--- src/include/chkpt_defs.svh ---
`ifndef CHKPT_DEFS_SVH
`define CHKPT_DEFS_SVH

// ==============================
// port counts
// ==============================

// update write ports, each one owns a bank in the valid store
// the sweep engine writes one more bank past these, numbered CV_NWR
`define CV_NWR 4

// combinational read ports, one valid bit each
`define CV_NRD 6

// ==============================
// store geometry
// ==============================

// physical registers tracked, also the length of one sweep
`define CV_NPREG 64

// rename checkpoints, one valid bit per checkpoint in every word
// so this is the width of a valid word too
`define CV_NCHECK 16

// the sweep counter and the register index are sized from CV_NPREG
// and the checkpoint index from CV_NCHECK, both powers of two here
// so every index value names a real row or column

`endif

--- src/rtl/chkpt_pkg.sv ---
`include "chkpt_defs.svh"

package chkpt_pkg;

  // ==============================
  // index types
  // ==============================

  typedef logic [$clog2(`CV_NPREG)-1:0]  preg_t;        // physical register number
  typedef logic [$clog2(`CV_NCHECK)-1:0] ckpt_t;        // checkpoint column
  typedef logic [$clog2(`CV_NWR+1)-1:0]  bank_t;        // update banks plus the sweep bank
  typedef logic [`CV_NCHECK-1:0]         valid_word_t;  // one valid bit per checkpoint

  // ==============================
  // sweep command word
  // ==============================

  // top two bits of the command say how the rest is read
  typedef enum logic [1:0] {
    SW_COPY = 2'b00,  // copy one column onto another
    SW_FILL = 2'b01,  // write a constant into one column
    SW_RSV2 = 2'b10,  // acknowledged without touching the store
    SW_RSV3 = 2'b11
  } sweep_op_e;

  typedef struct packed {
    sweep_op_e op;   // same bits as the fill view
    ckpt_t     src;  // column read
    ckpt_t     dst;  // column written
  } sweep_copy_t;

  typedef struct packed {
    sweep_op_e                op;
    ckpt_t                    tgt;  // column written
    logic                     val;  // constant stored in every register
    logic [$bits(ckpt_t)-2:0] pad;  // keeps both views the same width
  } sweep_fill_t;

  typedef union packed {
    sweep_copy_t cp;
    sweep_fill_t fl;
  } sweep_cmd_u;

endpackage

--- src/rtl/sweep_counter.sv ---
`timescale 1ns/100ps
`include "chkpt_defs.svh"

// walks the register index from 0 up to the last physical register
// the index sticks at the last register until cleared, it never wraps
module sweep_counter import chkpt_pkg::*; (
  input  logic  clka,
  input  logic  rst,
  input  logic  cnt_clr,   // back to register 0, wins over cnt_en
  input  logic  cnt_en,    // step one register per cycle
  output preg_t cnt_idx,   // register being swept this cycle
  output logic  cnt_last   // cnt_idx is the last register
);

  localparam preg_t LAST_IDX = preg_t'(`CV_NPREG - 1);

  // ==============================
  // index register
  // ==============================

  always_ff @(posedge clka) begin
    if (rst) begin
      cnt_idx <= '0;                         // the initial fill starts at register 0
    end else if (cnt_clr) begin
      cnt_idx <= '0;
    end else if (cnt_en && !cnt_last) begin  // hold at the end instead of wrapping
      cnt_idx <= cnt_idx + preg_t'(1);
    end
  end

  // the FSM ends the sweep on the cycle this is high
  assign cnt_last = (cnt_idx == LAST_IDX);

endmodule

--- config.mk ---
export PLATFORM = sky130hd
export DESIGN_NAME = sweep_counter
export DESIGN_NICKNAME = d
export VERILOG_FILES = /design/src/rtl/chkpt_pkg.sv /design/src/rtl/sweep_counter.sv
export VERILOG_INCLUDE_DIRS = /design/src /design/src/include
export SDC_FILE = /design/constraint.sdc
export NUM_CORES = 1
export LEC_CHECK = 0
export ABC_CLOCK_PERIOD_IN_PS = 2300
export BUFFER_PORTS_ARGS = -buffer_cell sky130_fd_sc_hd__buf_4
export CORE_AREA = 2 2 39 41
export CTS_CLUSTER_DIAMETER = 40
export DETAILED_ROUTE_END_ITERATION = 8
export DIE_AREA = 0 0 41 43
export SLEW_MARGIN = 0
export SYNTH_ARGS = -nofsm -noshare
export SYNTH_HDL_FRONTEND = slang
export SYNTH_SLANG_ARGS = --single-unit
export TNS_END_PERCENT = 10
--- constraint.sdc ---
create_clock -name clka -period 2.3 [get_ports clka]
set_clock_uncertainty 0.2 [all_clocks]
set_input_delay 0.115 -clock clka [delete_from_list [all_inputs] [get_ports clka]]
set_output_delay 0.115 -clock clka [all_outputs]
set_load 0.02 [all_outputs]
======== After elaboration in Yosys (flattened, before gate mapping) ========
Cells that the tools add are included.
storage, ports and cells
  bits in writable memories ............... 0
  bits of input ports ..................... 4
  logic and storage cells ................. 6
  ROM bits ................................ 0
  bits in registers ....................... 6
  output and inout bits ................... 7
  memories kept ........................... 0
  bits in latches ......................... 0
operators by class
  equal/unequal tests ..................... 1
  divide/modulo/power cells ............... 0
  magnitude comparators ................... 0
  $add $sub $neg .......................... 1
  reductions and logical operators ........ 3
  multiply operators ...................... 0
  bitwise operators ....................... 0
  shifts and indexed selects .............. 0
  mux-type cells .......................... 0
operators with widths
  kind                 number
  $add 6x1->6 const B  1
  $eq 6x6->1 const B   1
  $reduce_or 2->1      1
  $logic_and 1x1->1    1
  $logic_not 1->1      1

======== Logic depth before layout (Yosys ltp) ========
  word-level depth ........................ 3
  mapped depth ............................ 4
  depth with buffers taken out ............ 4

======== Least setup slack after synthesis ========
Ideal clock, no wire load.
  kind .................................... register to register
  start ................................... reg cnt_idx[0]
  end ..................................... reg cnt_idx[3]
  library setup time ...................... 0.112 ns
  clock period less this slack ............ 1.640 ns
  buffers on the path ..................... 0
  data required time ...................... 1.988 ns
  cell stages (with the launch flop) ...... 5
  arrival ................................. 1.328 ns
  setup slack ............................. 0.660 ns
  cells stage by stage .................... dfxtp_1 ha_1 and3_2 a311oi_1 a2111oi_1
between the ends
  word-level cells in the longest chain between the ends .. 3
  elaborated cells on any way between the ends .. 4
  classes of those cells .................. add/sub (1); eq/ne (1); reduce/logical (2)
RTL lines
  what                                                                 RTL line             RTL
  start, declared                                                      sweep_counter.sv:11  output preg_t cnt_idx,
  start signal, assigned                                               sweep_counter.sv:27  cnt_idx <= cnt_idx + preg_t'(1);
  parallel branches: the longest is 3 deep, another holds $add 6x1->6  --
Parallel ways; which one is timed is not known.
A chain may end at the register's enable or synchronous reset.

======== Final worst setup path ========
Ends and elaborated chain as after synthesis.

==> flow_metrics.py <==
metrics = {
    "run_status": {
        "status": "completed",
    },
    "drt": {
        "remaining_drc_errors": 0,
        "num_vias": 310,
        "drt-vias-per-instance": 4.844,
        "first_iter_violations": 14,
        "ant_nets": 0,
        "wl_per_cell_um": 10.75,
        "firstDrtPassIters": 4,
        "routed_wl_um": 688,
    },
    "setup_path": {
        "crit_family": "buffers and inverters",
        "crit_path_end_kind": "register",
        "path_max_fanout": 6,
        "cp-start-kind": "register",
        "worstPathRequired_ps": 2290,
        "max_stage_delay_ps": 590,
        "critPathBufInv": 1,
        "cp.arrival_ps": 2140,
        "crit_chain": "ha_1, and3_2, a311oi_1, a2111oi_1, dlygate4sd3_1",
        "worstSetupPathType": "reg -> reg",
        "cpMaxStageDelayCell": "dlygate4sd3_1",
    },
    "min_path": {
        "worstHoldPathType": "in -> reg",
    },
    "timing": {
        "finalHoldViolCount": 0,
        "min_period_ps": 2156,
        "hold_ws_ps": 18.89,
        "rsz0062_at_grt": "no",
        "fin_crit_sh_pct": 93.72,
        "max_freq_mhz": 463.9,
        "slew_headroom_pct": 73.21,
        "tns_ps": 0,
        "finalSetupViolations": 0,
        "worst_pin_slew_ps": 399.9,
        "maxSlewViolCount": 0,
    },
    "placed_design": {
        "dpl.hpwl_um": 500.8,
        "io_buffer_count": 10,
        "finalWeightedCongestion": 0.7409,
    },
    "cts": {
        "cts_root_buffer": "clkbuf_4",
        "tritoncts": "yes",
        "cts_resized": 0,
        "cts.htree.levels": 1,
        "clkSinkCount": 6,
        "clk_transition_reported_paths_ps": 50,
        "postCtsHoldBufs": 3,
        "numCtsBuffers": 3,
        "clk_latency_ps": 250,
        "cts_setup_buffers": 0,
        "clk_path_buf_depth": 2,
    },
    "layout": {
        "mostFrequentLayoutCell": "buf_4",
        "top_register": "cnt_idx",
        "area_growth_pct": 50.43,
        "reg_top3": "cnt_idx (6)",
        "final_cell_mix": "buf_4 (10), dfxtp_1 (6), nand2_1 (4)",
        "drive_gt1_share_pct": 33.33,
        "largest_reg_flops": 6,
        "diodes": 0,
        "post-route-util_pct": 31.83,
        "layout.nets": 55,
    },
    "global_route": {
        "grt_pass1_vias": 301,
        "grt_overflow_total": 0,
        "grt_pass1_wl_mm": 1.290,
        "grt_antenna_before_repair": 0,
        "grt_max_degree": 8,
        "grt_usage_pct": 11.17,
    },
    "synthesis": {
        "yosysSeqAreaShare_pct": 41.03,
        "syn-num-nets": 37,
        "yosysUniqueCellTypes": 20,
        "synth_top_area_share_pct": 41.03,
        "synth-compound-area-share_pct": 20.51,
        "synthCells": 32,
        "ys_ff_latch": 6,
        "synth_area_leader_cell": "dfxtp_1",
        "avgSynthCellArea_um2": 9.149,
        "synth_simple_gate_area_share_pct": 23.50,
        "ys_warn_count": 0,
        "synthAdderAreaFrac_pct": 4.274,
        "netlist_area_um2": 292.8,
        "synth_top_family_by_area": "simple AND/OR/NAND/NOR gates",
        "synthMuxAreaShare_pct": 6.838,
        "synthXorXnorAreaFrac_pct": 0,
        "ys_top_cells_by_area": "dfxtp_1 (41%), mux2i_1 (6.8%), and3_2 (5.1%)",
    },
    "job": {
        "drv_cap": 0,
    },
    "pwr": {
        "power_mw": 0.2263,
        "p_per_area_mw_per_mm2": 513.7,
        "power.leakage_nw": 0.1948,
        "ir_worst_vdd_mv": 0.1485,
    },
    "die": {
        "die_width_um": 41,
        "dieArea_mm2": 0.001763,
        "pin_count": 11,
        "placementRows": 14,
        "die_height_um": 43,
        "start_util_pct": 21.16,
        "core_mm2": 0.001384,
    },
}
==> routing by layer <==
layer,vias to the layer above,wire length [µm],global-route usage (%)
li1,157,-,-
met1,145,316,13.92
met2,6,340,14.69
met3,2,27,3.141
met4,0,4,10.00
met5,-,0,0
==> synthesized netlist by cell type <==
cell,n
inv_2,1
nor4_1,1
mux2i_1,2
o41ai_1,1
ha_1,1
nand4_1,1
inv_1,2
or4_1,1
or3_1,1
nor2_1,1
nand2_1,4
a21oi_1,1
a311oi_1,1
a2111oi_1,1
dfxtp_1,6
a31oi_1,2
and3_2,2
a21o_1,1
nor4b_1,1
a21boi_1,1
==> area by class of cell <==
class,count,area (µm²)
fillers,159,943.4
multi-input cells,23,161.4
flip-flops and latches,6,120.1
repair buffers,13,105.1
clock buffers,3,22.52
well taps,16,20.02
inverters,3,11.26
==> power breakdown <==
part	internal [mW]	switching (mW)	total [mW]
registers	0.105	0.00151	0.107
logic	0.00992	0.00891	0.0188
clock network	0.0593	0.0412	0.100
==> metrics by stage <==
step / setup WS [ps] / cells / area, µm²
floorplan: 660.4 / 32 / 292.8
global placement: 618.9 / 58 / 387.9
detailed placement: 625.6 / 58 / 387.9
CTS: 136.4 / 64 / 440.4
global route: 42.43 / 64 / 440.4
finish: 144.5 / 64 / 440.4
==> cell families after synthesis <==
| logic type | after synthesis |
|---|---|
| AOI/OAI and AO/OA | 8 |
| DFF | 6 |
| buffers and inverters | 3 |
| muxes | 2 |
| adders and majority gates | 1 |
| and+or+nand+nor | 12 |
==> worst reg2reg max path: stages (launching register included) <==
cell	delay [ps]
dfxtp_1	400
ha_1	210
and3_2	240
a311oi_1	110
a2111oi_1	350
dlygate4sd3_1	590
==> worst paths after layout <==
check	start	end	slack [ps]	cells past startpoint
max	cnt_idx[0]	cnt_idx[3]	140	5
min	cnt_en	cnt_idx[4]	20	3
max reg2reg	cnt_idx[0]	cnt_idx[3]	140	5
min reg2reg	cnt_idx[1]	cnt_idx[1]	300	2
(Power assumes the default switching activity.)
