**src/include/chkpt_defs.svh**
```systemverilog
`ifndef CHKPT_DEFS_SVH
`define CHKPT_DEFS_SVH

// ==============================
// port counts
// ==============================

// update write ports, each one owns a bank in the valid store
// the sweep engine writes one more bank past these, numbered CV_NWR
`define CV_NWR 4

// combinational read ports, one valid bit each
`define CV_NRD 6

// ==============================
// store geometry
// ==============================

// physical registers tracked, also the length of one sweep
`define CV_NPREG 64

// rename checkpoints, one valid bit per checkpoint in every word
// so this is the width of a valid word too
`define CV_NCHECK 16

// the sweep counter and the register index are sized from CV_NPREG
// and the checkpoint index from CV_NCHECK, both powers of two here
// so every index value names a real row or column

`endif

```
**src/rtl/chkpt_pkg.sv**
```systemverilog
`include "chkpt_defs.svh"

package chkpt_pkg;

  // ==============================
  // index types
  // ==============================

  typedef logic [$clog2(`CV_NPREG)-1:0]  preg_t;        // physical register number
  typedef logic [$clog2(`CV_NCHECK)-1:0] ckpt_t;        // checkpoint column
  typedef logic [$clog2(`CV_NWR+1)-1:0]  bank_t;        // update banks plus the sweep bank
  typedef logic [`CV_NCHECK-1:0]         valid_word_t;  // one valid bit per checkpoint

  // ==============================
  // sweep command word
  // ==============================

  // top two bits of the command say how the rest is read
  typedef enum logic [1:0] {
    SW_COPY = 2'b00,  // copy one column onto another
    SW_FILL = 2'b01,  // write a constant into one column
    SW_RSV2 = 2'b10,  // acknowledged without touching the store
    SW_RSV3 = 2'b11
  } sweep_op_e;

  typedef struct packed {
    sweep_op_e op;   // same bits as the fill view
    ckpt_t     src;  // column read
    ckpt_t     dst;  // column written
  } sweep_copy_t;

  typedef struct packed {
    sweep_op_e                op;
    ckpt_t                    tgt;  // column written
    logic                     val;  // constant stored in every register
    logic [$bits(ckpt_t)-2:0] pad;  // keeps both views the same width
  } sweep_fill_t;

  typedef union packed {
    sweep_copy_t cp;
    sweep_fill_t fl;
  } sweep_cmd_u;

endpackage

```
**src/rtl/sweep_fsm.sv**
```systemverilog
`timescale 1ns/100ps

// sequences the sweep bank writes
// init sets every bit to one right after reset, then commands arrive
// over a four-phase req/ack handshake and each runs one full sweep
module sweep_fsm import chkpt_pkg::*; (
  input  logic       clka,
  input  logic       rst,
  input  sweep_cmd_u cmd,       // stable while cmd_req is high
  input  logic       cmd_req,
  input  logic       cnt_last,  // the counter sits on the last register
  output logic       cmd_ack,
  output logic       busy,
  output logic       cnt_clr,
  output logic       cnt_en,
  output logic       sw_we,     // write the sweep bank at the counter index
  output logic       sw_copy,   // copy when high, fill when low
  output ckpt_t      sw_src,
  output ckpt_t      sw_dst,
  output logic       sw_val,
  output logic       sw_all     // fill every column, only during init
);

  localparam logic [1:0] ST_INIT  = 2'd0;  // reset fill with ones
  localparam logic [1:0] ST_IDLE  = 2'd1;  // waiting for cmd_req
  localparam logic [1:0] ST_SWEEP = 2'd2;  // one write per register
  localparam logic [1:0] ST_HOLD  = 2'd3;  // ack high until req drops

  logic [1:0] state;
  logic       copy_q;  // latched command fields
  ckpt_t      src_q;
  ckpt_t      dst_q;
  logic       val_q;

  // ==============================
  // state register
  // ==============================

  always_ff @(posedge clka) begin
    if (rst) begin
      state <= ST_INIT;
    end else begin
      case (state)
        ST_INIT: if (cnt_last) state <= ST_IDLE;  // last register written on this edge
        ST_IDLE: begin
          if (cmd_req) begin
            // reserved codes skip the sweep and go straight to the ack
            if (cmd.cp.op == SW_COPY || cmd.fl.op == SW_FILL) state <= ST_SWEEP;
            else state <= ST_HOLD;
          end
        end
        ST_SWEEP: if (cnt_last) state <= ST_HOLD;  // ack rises with the last write
        ST_HOLD: if (!cmd_req) state <= ST_IDLE;   // ack falls one cycle after req does
        default: state <= ST_INIT;
      endcase
    end
  end

  // ==============================
  // command decode
  // ==============================

  // the op bits sit in the same place in both views, so either view
  // selects which view carries the rest of the fields
  always_ff @(posedge clka) begin
    if (state == ST_IDLE && cmd_req) begin
      case (cmd.cp.op)
        SW_COPY: begin
          copy_q <= 1'b1;
          src_q  <= cmd.cp.src;
          dst_q  <= cmd.cp.dst;
        end
        SW_FILL: begin
          copy_q <= 1'b0;
          dst_q  <= cmd.fl.tgt;  // fill target goes out on the same port as the copy destination
          val_q  <= cmd.fl.val;
        end
        default: copy_q <= 1'b0;  // nothing is written for these
      endcase
    end
  end

  // ==============================
  // outputs
  // ==============================

  assign busy    = (state != ST_IDLE);
  assign cmd_ack = (state == ST_HOLD);
  assign cnt_clr = (state == ST_IDLE);  // every sweep starts from register 0
  assign cnt_en  = (state == ST_INIT) || (state == ST_SWEEP);

  // the FSM sits in init during reset as well, and the store must see no
  // writes until the first cycle after rst falls
  assign sw_we   = ((state == ST_INIT) && !rst) || (state == ST_SWEEP);
  assign sw_all  = (state == ST_INIT);
  assign sw_copy = (state == ST_SWEEP) && copy_q;
  assign sw_val  = (state == ST_INIT) ? 1'b1 : val_q;  // init fills with ones
  assign sw_src  = src_q;
  assign sw_dst  = dst_q;

endmodule

```
**config.mk**
```make
export PLATFORM = sky130hd
export DESIGN_NAME = sweep_fsm
export DESIGN_NICKNAME = d
export VERILOG_FILES = /design/src/rtl/chkpt_pkg.sv /design/src/rtl/sweep_fsm.sv
export VERILOG_INCLUDE_DIRS = /design/src /design/src/include
export SDC_FILE = /design/constraint.sdc
export NUM_CORES = 1
export LEC_CHECK = 0
export BUFFER_PORTS_ARGS = -buffer_cell sky130_fd_sc_hd__buf_2
export CAP_MARGIN = 5
export CORE_AREA = 3 3 40 42
export DETAILED_ROUTE_END_ITERATION = 10
export DIE_AREA = 0 0 43 45
export GPL_ROUTABILITY_DRIVEN = 0
export PLACE_DENSITY = 0.78
export SLEW_MARGIN = 20
export SYNTH_ARGS = -nofsm -noshare
export SYNTH_HDL_FRONTEND = slang
export SYNTH_SLANG_ARGS = --single-unit
```
**constraint.sdc**
```tcl
create_clock -name clka -period 3 [get_ports clka]
set_input_delay 0.6 -clock clka [delete_from_list [all_inputs] [get_ports clka]]
set_output_delay 0.6 -clock clka [all_outputs]
set_load 0.005 [all_outputs]
```
### Word level (Yosys, flattened, before mapping)

Index checks and enable logic that the tools add are counted.

| storage, ports and cells | value |
|---|---|
| output and inout bits | 16 |
| flip-flop bits (word level) | 12 |
| word-level logic and storage cells | 37 |
| input port bits | 14 |

| operators by class | value |
|---|---|
| multiplexer cells | 9 |
| reductions and logical operators | 14 |
| equality and inequality tests | 9 |

Operators with widths:

| kind | number |
|---|---|
| 2-to-1 mux 2 bit | 4 |
| != test 2 bit (second input constant) | 4 |
| case mux 2 bit (4 select lines) | 1 |
| case mux 4 bit (2 select lines) | 1 |
| AND reduction 2 bit | 3 |
| equality test 2 x 1 -> 1 bit (second input constant) | 2 |
| equality test 2 bit (second input constant) | 2 |
| zero test 2 bit | 2 |
| AND reduction 4 bit | 1 |
| logical AND 1 bit | 3 |
| logical OR 1 bit | 3 |
| 2-to-1 mux 1 bit | 3 |
| != test 2 x 1 -> 1 bit (second input constant) | 1 |
| nonzero test 2 bit | 1 |
| zero test 1 bit | 1 |

### Longest topological paths before layout

Gate-level depths: netlist (run 1).

| logic depth | value |
|---|---|
| depth after elaboration | 5 |
| mapped depth | 5 |
| depth with buffers taken out | 5 |

### Least setup slack after synthesis (run 1)

Ideal clock, no wire load.

| path | value |
|---|---|
| kind | flip-flop to output port |
| start | reg state[0] |
| end | out sw_val |
| cell stages (with the launch flop) | 4 |
| setup slack | 1444 ps |
| data arrival time | 956 ps |
| data required time | 2400 ps |
| path buffers | 0 |
| path through | dfxtp_1 -> inv_1 -> ha_1 -> or2_2 |

| on the way | value |
|---|---|
| longest elaborated chain between the ends | 2 |

Ends and longest elaborated chain:

| element | line | RTL |
|---|---|---|
| start: declaration | sweep_fsm.sv:29 | `logic [1:0] state;` |
| start signal: assignment | sweep_fsm.sv:41 | `state <= ST_INIT;` |
| start signal: assignment | sweep_fsm.sv:44 | `ST_INIT: if (cnt_last) state <= ST_IDLE;` |
| start signal: assignment | sweep_fsm.sv:48 | `if (cmd.cp.op == SW_COPY \|\| cmd.fl.op == SW_FILL) state <= ST_SWEEP;` |
| zero test 2 bit | - |  |
| via sw_all | sweep_fsm.sv:21 | `output logic sw_all` |
| 2-to-1 mux 1 bit | sweep_fsm.sv:97 | `assign sw_val = (state == ST_INIT) ? 1'b1 : val_q;` |
| end: declaration | sweep_fsm.sv:20 | `output logic sw_val,` |

The timed path passes the listed nets, and every way through them passes these cells.

### Final worst setup path (run 1)

| path | value |
|---|---|
| start | reg state[0] |
| end | out cnt_en |

| on the way | value |
|---|---|
| longest elaborated chain between the ends | 2 |

Ends and longest elaborated chain:

| element | line | RTL |
|---|---|---|
| equality test 2 bit or zero test 2 bit (tied branches) | sweep_fsm.sv:90 | `assign cnt_en = (state == ST_INIT) \|\| (state == ST_SWEEP);` |
| logical OR 1 bit * | sweep_fsm.sv:90 |  |
| end: declaration | sweep_fsm.sv:15 | `output logic cnt_en,` |

Mark *: on every way between the ends. The rest lies on a longest branch, timed or not.

==> results.md, run 1 <==
- Status: finished clean
- RSZ-0062 raised after global routing: false
- Slowest stage cell on the critical path: dfxtp_1
- Root buffer cell: clkbuf_4
- Share of layout cells above drive strength 1: 53.8%
- DR vias/cell: 4.62
- Combinational group share of total power: 39.9%
- Post-Synth Simple-Gate Area: 12.3%
- Clock tree sinks: 12
- #FFs+latches synth: 12
- Ys flop type: edfxtp_1
- Sequential power share: 40.1%
- Die height: 45 µm
- Grt ovf: 0
- Hold-fix buffers, CTS: 0
- CP endpoint: cnt_en
- Clk buf depth: 2
- Worst Setup SP: state[0]
- Post-synthesis sequential area ratio: 57.6%
- Die width: 43 µm
- Dominant cells by area after synthesis: edfxtp_1 51%, ha_1 8.5%, mux2_2 7.6%
- Rows: 13
- Cells along the critical path: inv_1 -> ha_1 -> or2_2 -> buf_2
- Crit path largest cell delay: 0.39 ns
- Syn_area_per_cell: 13.1 µm²
- XOR/XNOR Fraction of Synth Area: 0%
- Net Count, Synth: 63
- # diodes: 0
- Vias in the first global route: 364
- Mux cell area share after synthesis: 11.0%
- Fmax: 493 MHz
- Worst vdd ir: 0.000286 V
- Worst setup path category: register to output port
- Most instantiated cells after synthesis: 10 x edfxtp_1, 6 x inv_1, 4 x ha_1, 4 x mux2_2, 3 x nand2_1
- Syn Std Cell Area: 591 µm²
- Initial drt markers: 7
- Clk slew on worst S/H paths: 0.08 ns
- Final nets: 97
- Hold WS: 0.484 ns
- Stages on worst setup path: 4
- # H-tree levels: 1
- Synth cell types: 19
- DR DRC count: 0
- RR Startpoint: state[1]
- Pwr Density: 693 nW/µm²
- Reg2reg end: sw_src[1]
- First-pass GRT wire length: 1810 µm
- Postcts setup bufs: 0
- Drt pass-1 iters: 4
- Core region area: 1280 µm²
- GRT Total Usage: 14.0%
- Cells after Synth: 45
- Headroom to the max-slew limit: 64.9%
- Setup Skew: 0.00223 ns
- CP max FO: 5
- Via count: 430
- Slew @ Worst Pin: 0.522 ns
- Final min period: 2.03 ns
- Drt wl/cell: 12.4 µm
- Worst EP required: 2.40 ns
- Worst Path Arrival: 1.43 ns
- Top-count cell post-synth: edfxtp_1
- Setup TNS Final: 0 ns
- # fillers: 112
- Design Area, Final: 781 µm²
- Post-synth top area cell: edfxtp_1
- Post-CTS sizing: 0
- Combinational family with the most area after synthesis: simple AND/OR/NAND/NOR gates
- Number of synthesized flops with an enable pin: 10
- R2R depth: 4
- Clock Latency Late Sink: 0.28 ns
- Setup violators final: 0
- Port bufs: 29
- Clock power share: 20.0%
- Post-synthesis compound-gate area fraction: 6.78%
- Maxcap violations: 0
- Hpwl dp: 941 µm
- Yosys top cell area share: 50.8%
- Final Hold Fails: 0
- Largest net degree at the start of global routing: 8
- Crit. End Element: output port
- Total I/O pin count: 30
- Top cell family by delay on the critical path: flip-flops
- Final Routed Wirelength: 1150 µm
- TritonCTS Buffers: 3
- Startpoint Class: register
- Synth warn: 0
- Detail Route Antenna Nets: 0
- Max-slew violations: 0
- Antenna violations before repair: 0
- Dpl cell area: 754 µm²
- Starting Density: 46.0%
- Die area: 1940 µm²
- CP bufs+invs: 2
- Hold Path Class: primary input to register
- Area grow syn2layout: 32.2%
- Async SR Flop Fraction: 0%
- CTS tree: built
- Adder-cell share of the synthesized area: 8.47%
- FF-to-FF setup slack: 1.40 ns
- Int Power: 0.365 mW
- Tcrit/Tclk final: 67.6%
- Sw Share: 32.6%
- Lkg Pwr: 0.373 nW
- Sw Pwr: 0.176 mW
-- cells in the final DEF (no fill, tap or decap) --
cell,count
a21o_1,1
clkbuf_1,1
edfxtp_1,10
nand2_1,3
dfxtp_1,2
clkbuf_4,3
a21oi_1,1
and2_4,1
a211oi_2,1
and3_2,1
ha_1,4
inv_1,6
nor2b_4,1
buf_2,29
nor3_1,1
a211oi_1,1
mux2i_1,2
or2_2,2
nor2_1,2
and2_1,1
mux2_2,4
o21bai_1,1
-- flip-flops by register name (all words and copies together) (netlist names) --
name and cells:
copy_q 1, state 2, sw_dst 4, sw_src 4
val_q 1
-- through the flow --
step | power, mW | instances | worst slack [ns] | util, %
floorplan | 0.359 | 45 | 1.44 | -
global placement | 0.436 | 89 | 1.33 | 58.7
detailed placement | 0.440 | 89 | 1.27 | 58.7
CTS | 0.545 | 93 | 0.970 | 60.8
global route | 0.586 | 93 | 0.904 | 60.8
finish | 0.541 | 93 | 0.971 | 60.8
-- area by class of cell --
type                       count  area, µm²  share of cell area, %
sequential                    12        340                   43.6
inverter                       6       22.5                   2.88
tap                           15       18.8                   2.40
clock buffer                   4       26.3                   3.37
multi-input combinational     27        228                   29.2
timing repair buffer          29        145                   18.6
-- power groups by stage --
stage / Combinational (mW) / Sequential, mW / Clock (mW)
floorplan: 0.140 / 0.219 / 0
global placement: 0.217 / 0.219 / 0
detailed placement: 0.219 / 0.221 / 0
CTS: 0.220 / 0.217 / 0.108
global route: 0.245 / 0.220 / 0.121
finish: 0.216 / 0.217 / 0.108
-- per-layer routing --
| layer | part of all wire, % | track usage (%) | vias to the layer above | routed length (µm) |
|---|---|---|---|---|
| met5 | 0 | 0 | - | 0 |
| met2 | 45 | 18.9 | 16 | 524 |
| met1 | 43 | 16.8 | 187 | 500 |
| li1 | - | - | 223 | - |
| met3 | 8.7 | 5.98 | 4 | 100 |
| met4 | 2.5 | 12.7 | 0 | 29 |
-- worst min-delay path by stage --
| stage | startpoint | endpoint | slack, ns | cells past startpoint |
|---|---|---|---|---|
| after detailed placement | state[1] | state[1] | 0.50 | 2 |
| final | rst | state[0] | 0.48 | 2 |
| after global routing | cmd[7] | sw_src[3] | 0.49 | 1 |
| after global placement | state[1] | state[1] | 0.49 | 2 |
| after CTS | rst | state[0] | 0.48 | 2 |
| after floorplan | state[1] | state[1] | 0.47 | 2 |
-- cells by family (layout without fill, tap and decap cells) --
logic type	count (synthesis)	after routing
adders and majority gates	4	4
muxes	6	6
and+or+nand+nor	12	12
AOI/OAI and AO/OA	5	5
DFF	12	12
buffers and inverters	6	39
(Power assumes the default switching activity.)
==> inputs of run 2 (changes only) <==
ABC_AREA = 1   (was default)
CORE_AREA = default   (was 3 3 40 42)
CORE_MARGIN = 3   (was default)
CORE_UTILIZATION = 43   (was default)
DIE_AREA = default   (was 0 0 43 45)
PLACE_DENSITY = 0.76   (was 0.78)
clock period = 1.95 ns   (was 3 ns; I/O delays follow)
==> run 2 against run 1 <==
Worst hold slack got worse by 0.19 ns. Clock skew rose by 0.0029 ns. Core utilization rose by 4.9 points. Final cell count rose by 9.7%. Global-route usage rose by 0.33 points. Total power rose by 22%. First-iteration DRC count rose by 57%. Sequential power rose by 42%. Register-to-register slack got worse by 0.96 ns. Non-clock buffer count did not move. Routed wire length rose by 8.5%.
==> results.md, run 2 <==
- Status: finished clean
- Syn Std Cell Area: 599 µm²
- TritonCTS Buffers: 3
- Post-synthesis compound-gate area fraction: 3.34%
- FF-to-FF setup slack: 0.44 ns
- Port bufs: 29
- Post-layout power: 0.659 mW
- Cells after Synth: 55
- Dominant cells by area after synthesis: edfxtp_1 50%, mux2_4 10%, ha_1 8.4%
- Starting Density: 49.9%
- Post-CTS sizing: 0
- Root buffer cell: clkbuf_4
- Die width: 43.3 µm
- Mux cell area share after synthesis: 10.0%
- Post-synthesis sequential area ratio: 56.8%
- R2R depth: 4
- DR vias/cell: 4.69
- Async SR Flop Fraction: 0%
- Share of layout cells above drive strength 1: 44.3%
- Startpoint Class: register
- Tcrit/Tclk final: 91.4%
- Total I/O pin count: 30
- Drt wl/cell: 12.3 µm
- Slew @ Worst Pin: 0.535 ns
- CTS tree: built
- Final min period: 1.78 ns
- RR Startpoint: state[1]
- Number of synthesized flops with an enable pin: 10
- Vias in the first global route: 418
- Reg2reg end: sw_src[3]
- # diodes: 0
- Grt ovf: 0
- Fmax: 561 MHz
- Net Count, Synth: 73
- Clock Latency Late Sink: 0.28 ns
- Synth cell types: 15
- Setup TNS Final: 0 ns
- Post-Synth Simple-Gate Area: 14.0%
- Core region area: 1200 µm²
- Max-slew violations: 0
- Postcts setup bufs: 0
- Ys flop type: edfxtp_1
- Setup violators final: 0
- Setup Skew: 0.00508 ns
- Combinational family with the most area after synthesis: simple AND/OR/NAND/NOR gates
- Dpl cell area: 762 µm²
- Rows: 12
- Syn_area_per_cell: 10.9 µm²
- Design Area, Final: 788 µm²
- Hold wc startpoint: cmd[6]
- Lkg Pwr: 0.411 nW
- Worst Path Arrival: 1.39 ns
- Via count: 478
- Yosys top cell area share: 50.1%
- Hpwl dp: 1010 µm
- Hold-fix buffers, CTS: 0
- Maxcap violations: 0
- Adder-cell share of the synthesized area: 8.35%
- First-pass GRT wire length: 1870 µm
- # fillers: 104
- Worst Hold Endpoint: sw_src[2]
- Worst vdd ir: 0.000480 V
- GRT Total Usage: 14.3%
- Antenna violations before repair: 0
- # H-tree levels: 1
- Drt pass-1 iters: 4
- Synth warn: 0
- CP max FO: 4
- Final nets: 107
- Worst EP required: 1.56 ns
- Initial drt markers: 11
- Top-count cell post-synth: inv_1
- Clk buf depth: 2
- Crit path largest cell delay: 0.36 ns
- Hold Crit Depth: 1
- DR DRC count: 0
- Most frequent cells in the layout: 29 x buf_2, 11 x inv_1, 10 x nand2_1, 10 x edfxtp_1, 5 x nor2_1
- Crit. End Element: output port
- Final Routed Wirelength: 1250 µm
- Largest net degree at the start of global routing: 8
- Slowest stage cell on the critical path: dfxtp_1
- Worst setup path category: register to output port
- Most instantiated cells after synthesis: 11 x inv_1, 10 x edfxtp_1, 10 x nand2_1, 5 x nor2_1
- Die area: 1880 µm²
- Hold Path Class: primary input to register
- Detail Route Antenna Nets: 0
- Clock tree sinks: 12
- XOR/XNOR Fraction of Synth Area: 0%
- Headroom to the max-slew limit: 64.1%
- Cells along the critical path: inv_1 -> ha_1 -> or2_2 -> buf_2
- Post-synth top area cell: edfxtp_1
- Pwr Density: 836 nW/µm²
- Area grow syn2layout: 31.5%
- Die height: 43.3 µm
- Final Hold Fails: 0
- #FFs+latches synth: 12
- RSZ-0062 raised after global routing: false
- Clk slew on worst S/H paths: 0.08 ns
- Commonest non-fill, non-tap cell in the layout: buf_2
-- run 2: changes by cell type after synthesis, moves of 2 or more --
cell     before  now
o21ai_0       0    2
nand2_1       3   10
nor2_1        2    5
mux2_2        4    0
mux2i_1       2    0
mux2_4        0    4
inv_1         6   11
-- run 2: layout make-up --
cell class	count	area (µm²)	area share [%]
multi-input combinational	31	214	27.1
tap	14	17.5	2.22
clock inverter	1	3.75	0.476
sequential	12	340	43.2
clock buffer	3	22.5	2.86
inverter	12	45.0	5.71
timing repair buffer	29	145	18.4
-- run 2: worst max-delay path: cells and delay by family, from the launching register on --
| kind | cells | cell delay, ns |
|---|---|---|
| flops | 1 | 0.36 |
| buf+inv | 2 | 0.22 |
| fa+ha+maj | 1 | 0.24 |
| simple gates | 1 | 0.29 |
-- run 2: where the power goes --
part | internal [mW] | switching (mW)
Sequential | 0.299 | 0.0104
Clock | 0.0743 | 0.0860
Combinational | 0.0865 | 0.103
-- run 2: worst max-delay path by stage --
stage / from / end / slack [ns] / cells after the start
after floorplan: state[1] / sw_src[0] / 0.58 / 4
after global placement: state[1] / sw_src[2] / 0.50 / 4
after detailed placement: state[1] / sw_src[0] / 0.43 / 4
after CTS: state[0] / sw_val / 0.16 / 4
after global routing: state[0] / sw_val / 0.09 / 4
final: state[0] / sw_val / 0.17 / 4
-- run 2: kinds of logic after synthesis --
kind of cell,Yosys count
AND/OR/NAND/NOR,19
buffers and inverters,12
flip-flops,12
AO/OA/AOI/OAI,4
multiplexers,4
adder cells (fa/ha/maj),4
-- run 2: metal layers --
layer  GRT usage (%)  share of wire [%]
met4            9.04                1.7
met5               0                  0
met2            22.7                 52
met1            17.2                 40
met3            3.73                6.2
-- run 2: through the flow --
stage / util, % / instances / hold WS [ns] / setup slack (ns)
final: 65.6 / 102 / 0.294 / 0.167
after global routing: 65.6 / 102 / 0.281 / 0.0915
after floorplan: - / 55 / 0.459 / 0.579
after CTS: 65.6 / 102 / 0.287 / 0.162
after detailed placement: 63.4 / 98 / 0.509 / 0.431
after global placement: 63.4 / 98 / 0.510 / 0.501
==> inputs of run 3 (changes only) <==
PLACE_DENSITY = 0.83   (was 0.76)
==> run 3 against run 2 <==
Via count shrank 0.42%. Clock power down 3%. First-iteration DRC count is 36% higher. Routed wire length down 1.4%. Global-route usage down 0.48 points. Flip-flop and latch count unchanged. Worst setup slack improved by 0.016 ns. Register-to-register slack got worse by 0.10 ns.
==> results.md, run 3 (synthesis results as in run 2) <==
- Status: finished clean
- Final min period: 1.77 ns
- Crit. End Element: output port
- R2R depth: 4
- Hold WS: 0.314 ns
- Die area: 1880 µm²
- Clock tree sinks: 12
- Area grow syn2layout: 31.5%
- Max-slew violations: 0
- Most frequent cells in the layout: 29 x buf_2, 11 x inv_1, 10 x nand2_1, 10 x edfxtp_1, 5 x nor2_1
- Die height: 43.3 µm
- Lkg Pwr: 0.411 nW
- CP max FO: 4
- Hold Path Class: primary input to register
- Sw Pwr: 0.191 mW
- Core region area: 1200 µm²
- RSZ-0062 raised after global routing: false
- Slew @ Worst Pin: 0.591 ns
- Sw Share: 29.2%
- Die width: 43.3 µm
- Final nets: 107
- Final Hold Fails: 0
- Clk slew on worst S/H paths: 0.07 ns
- Setup violators final: 0
- # diodes: 0
- Placed cell count: 98
- Final Routed Wirelength: 1230 µm
- Fmax: 566 MHz
- Clock power share: 23.8%
- Grt ovf: 0
- Design Area, Final: 788 µm²
- Antenna violations before repair: 0
- Rows: 12
- Worst Path Arrival: 1.38 ns
- Startpoint Class: register
- Headroom to the max-slew limit: 60.3%
- Worst EP required: 1.56 ns
- CTS tree: built
- Largest net degree at the start of global routing: 8
- Worst vdd ir: 0.000427 V
- Vias in the first global route: 458
- FF-to-FF setup slack: 0.34 ns
- Post-CTS sizing: 0
- First-pass GRT wire length: 1900 µm
- Int Power: 0.463 mW
- TritonCTS Buffers: 3
- Total I/O pin count: 30
- Clock Latency Late Sink: 0.26 ns
- Commonest non-fill, non-tap cell in the layout: buf_2
- Drt wl/cell: 12.1 µm
- DR vias/cell: 4.67
- Starting Density: 49.9%
- Clk buf depth: 2
- Share of layout cells above drive strength 1: 44.3%
- Pwr Density: 830 nW/µm²
- Port bufs: 29
- Sequential power share: 47.4%
- Worst setup path category: register to output port
- DR DRC count: 0
- Maxcap violations: 0
- Detail Route Antenna Nets: 0
- Tcrit/Tclk final: 90.6%
- Hold Crit Depth: 2
- Dpl cell area: 762 µm²
- Postcts setup bufs: 0
- Final Instance Count excl. Fillers: 102
- Combinational group share of total power: 28.9%
- Setup Skew: 0.00644 ns
- Hpwl dp: 1050 µm
- Fin worst setup slack: 0.184 ns
- # H-tree levels: 1
- Setup Slack @ Placement: 0.372 ns
- GRT Total Usage: 13.8%
- Root buffer cell: clkbuf_4
- Drt pass-1 iters: 4
- Setup TNS Final: 0 ns
- Hold-fix buffers, CTS: 0
- Via count: 476
- Initial drt markers: 15
[run 3: cell count changes in the layout (fill, tap and decap cells not counted), sizes merged]
cell | previous run | this run
clkbuf | 3 | 4
clkinv | 1 | 0
[run 3: power groups by stage]
stage                     sequential [mW]  clock [mW]  combinational (mW)
final                               0.310       0.155               0.189
after CTS                           0.310       0.157               0.191
after floorplan                     0.314           0               0.108
after global routing                0.311       0.173               0.212
after global placement              0.313           0               0.184
after detailed placement            0.316           0               0.190
[run 3: final cells by class]
class	instances	area, µm²
fill	107	413
sequential	12	340
multi-input combinational	31	214
timing repair buffer	29	145
inverter	12	45.0
clock buffer	4	26.3
tap	14	17.5
[run 3: worst paths after layout]
kind             from        end
max          state[0]     sw_val
min               rst   state[1]
max reg2reg  state[1]  sw_src[2]
min reg2reg  state[1]   state[1]
[run 3: stage by stage]
step           utilization (%)  power, mW
5_1_grt                   65.6      0.697
2_1_floorplan                -      0.422
4_1_cts                   65.6      0.658
6_report                  65.6      0.654
3_3_place_gp              63.4      0.498
3_5_place_dp              63.4      0.505
[run 3: worst max-delay path, stage by stage (launching register included)]
cell	delay, ns
dfxtp_1	0.38
inv_1	0.09
ha_1	0.23
or2_2	0.29
buf_2	0.13
[run 3: per-layer routing]
metal | GRT usage (%) | vias to the layer above | routed length, µm
li1 | - | 242 | -
met5 | 0 | - | 0
met2 | 23.9 | 21 | 612
met4 | 5.42 | 0 | 8
met3 | 2.90 | 2 | 89
met1 | 16.8 | 211 | 524
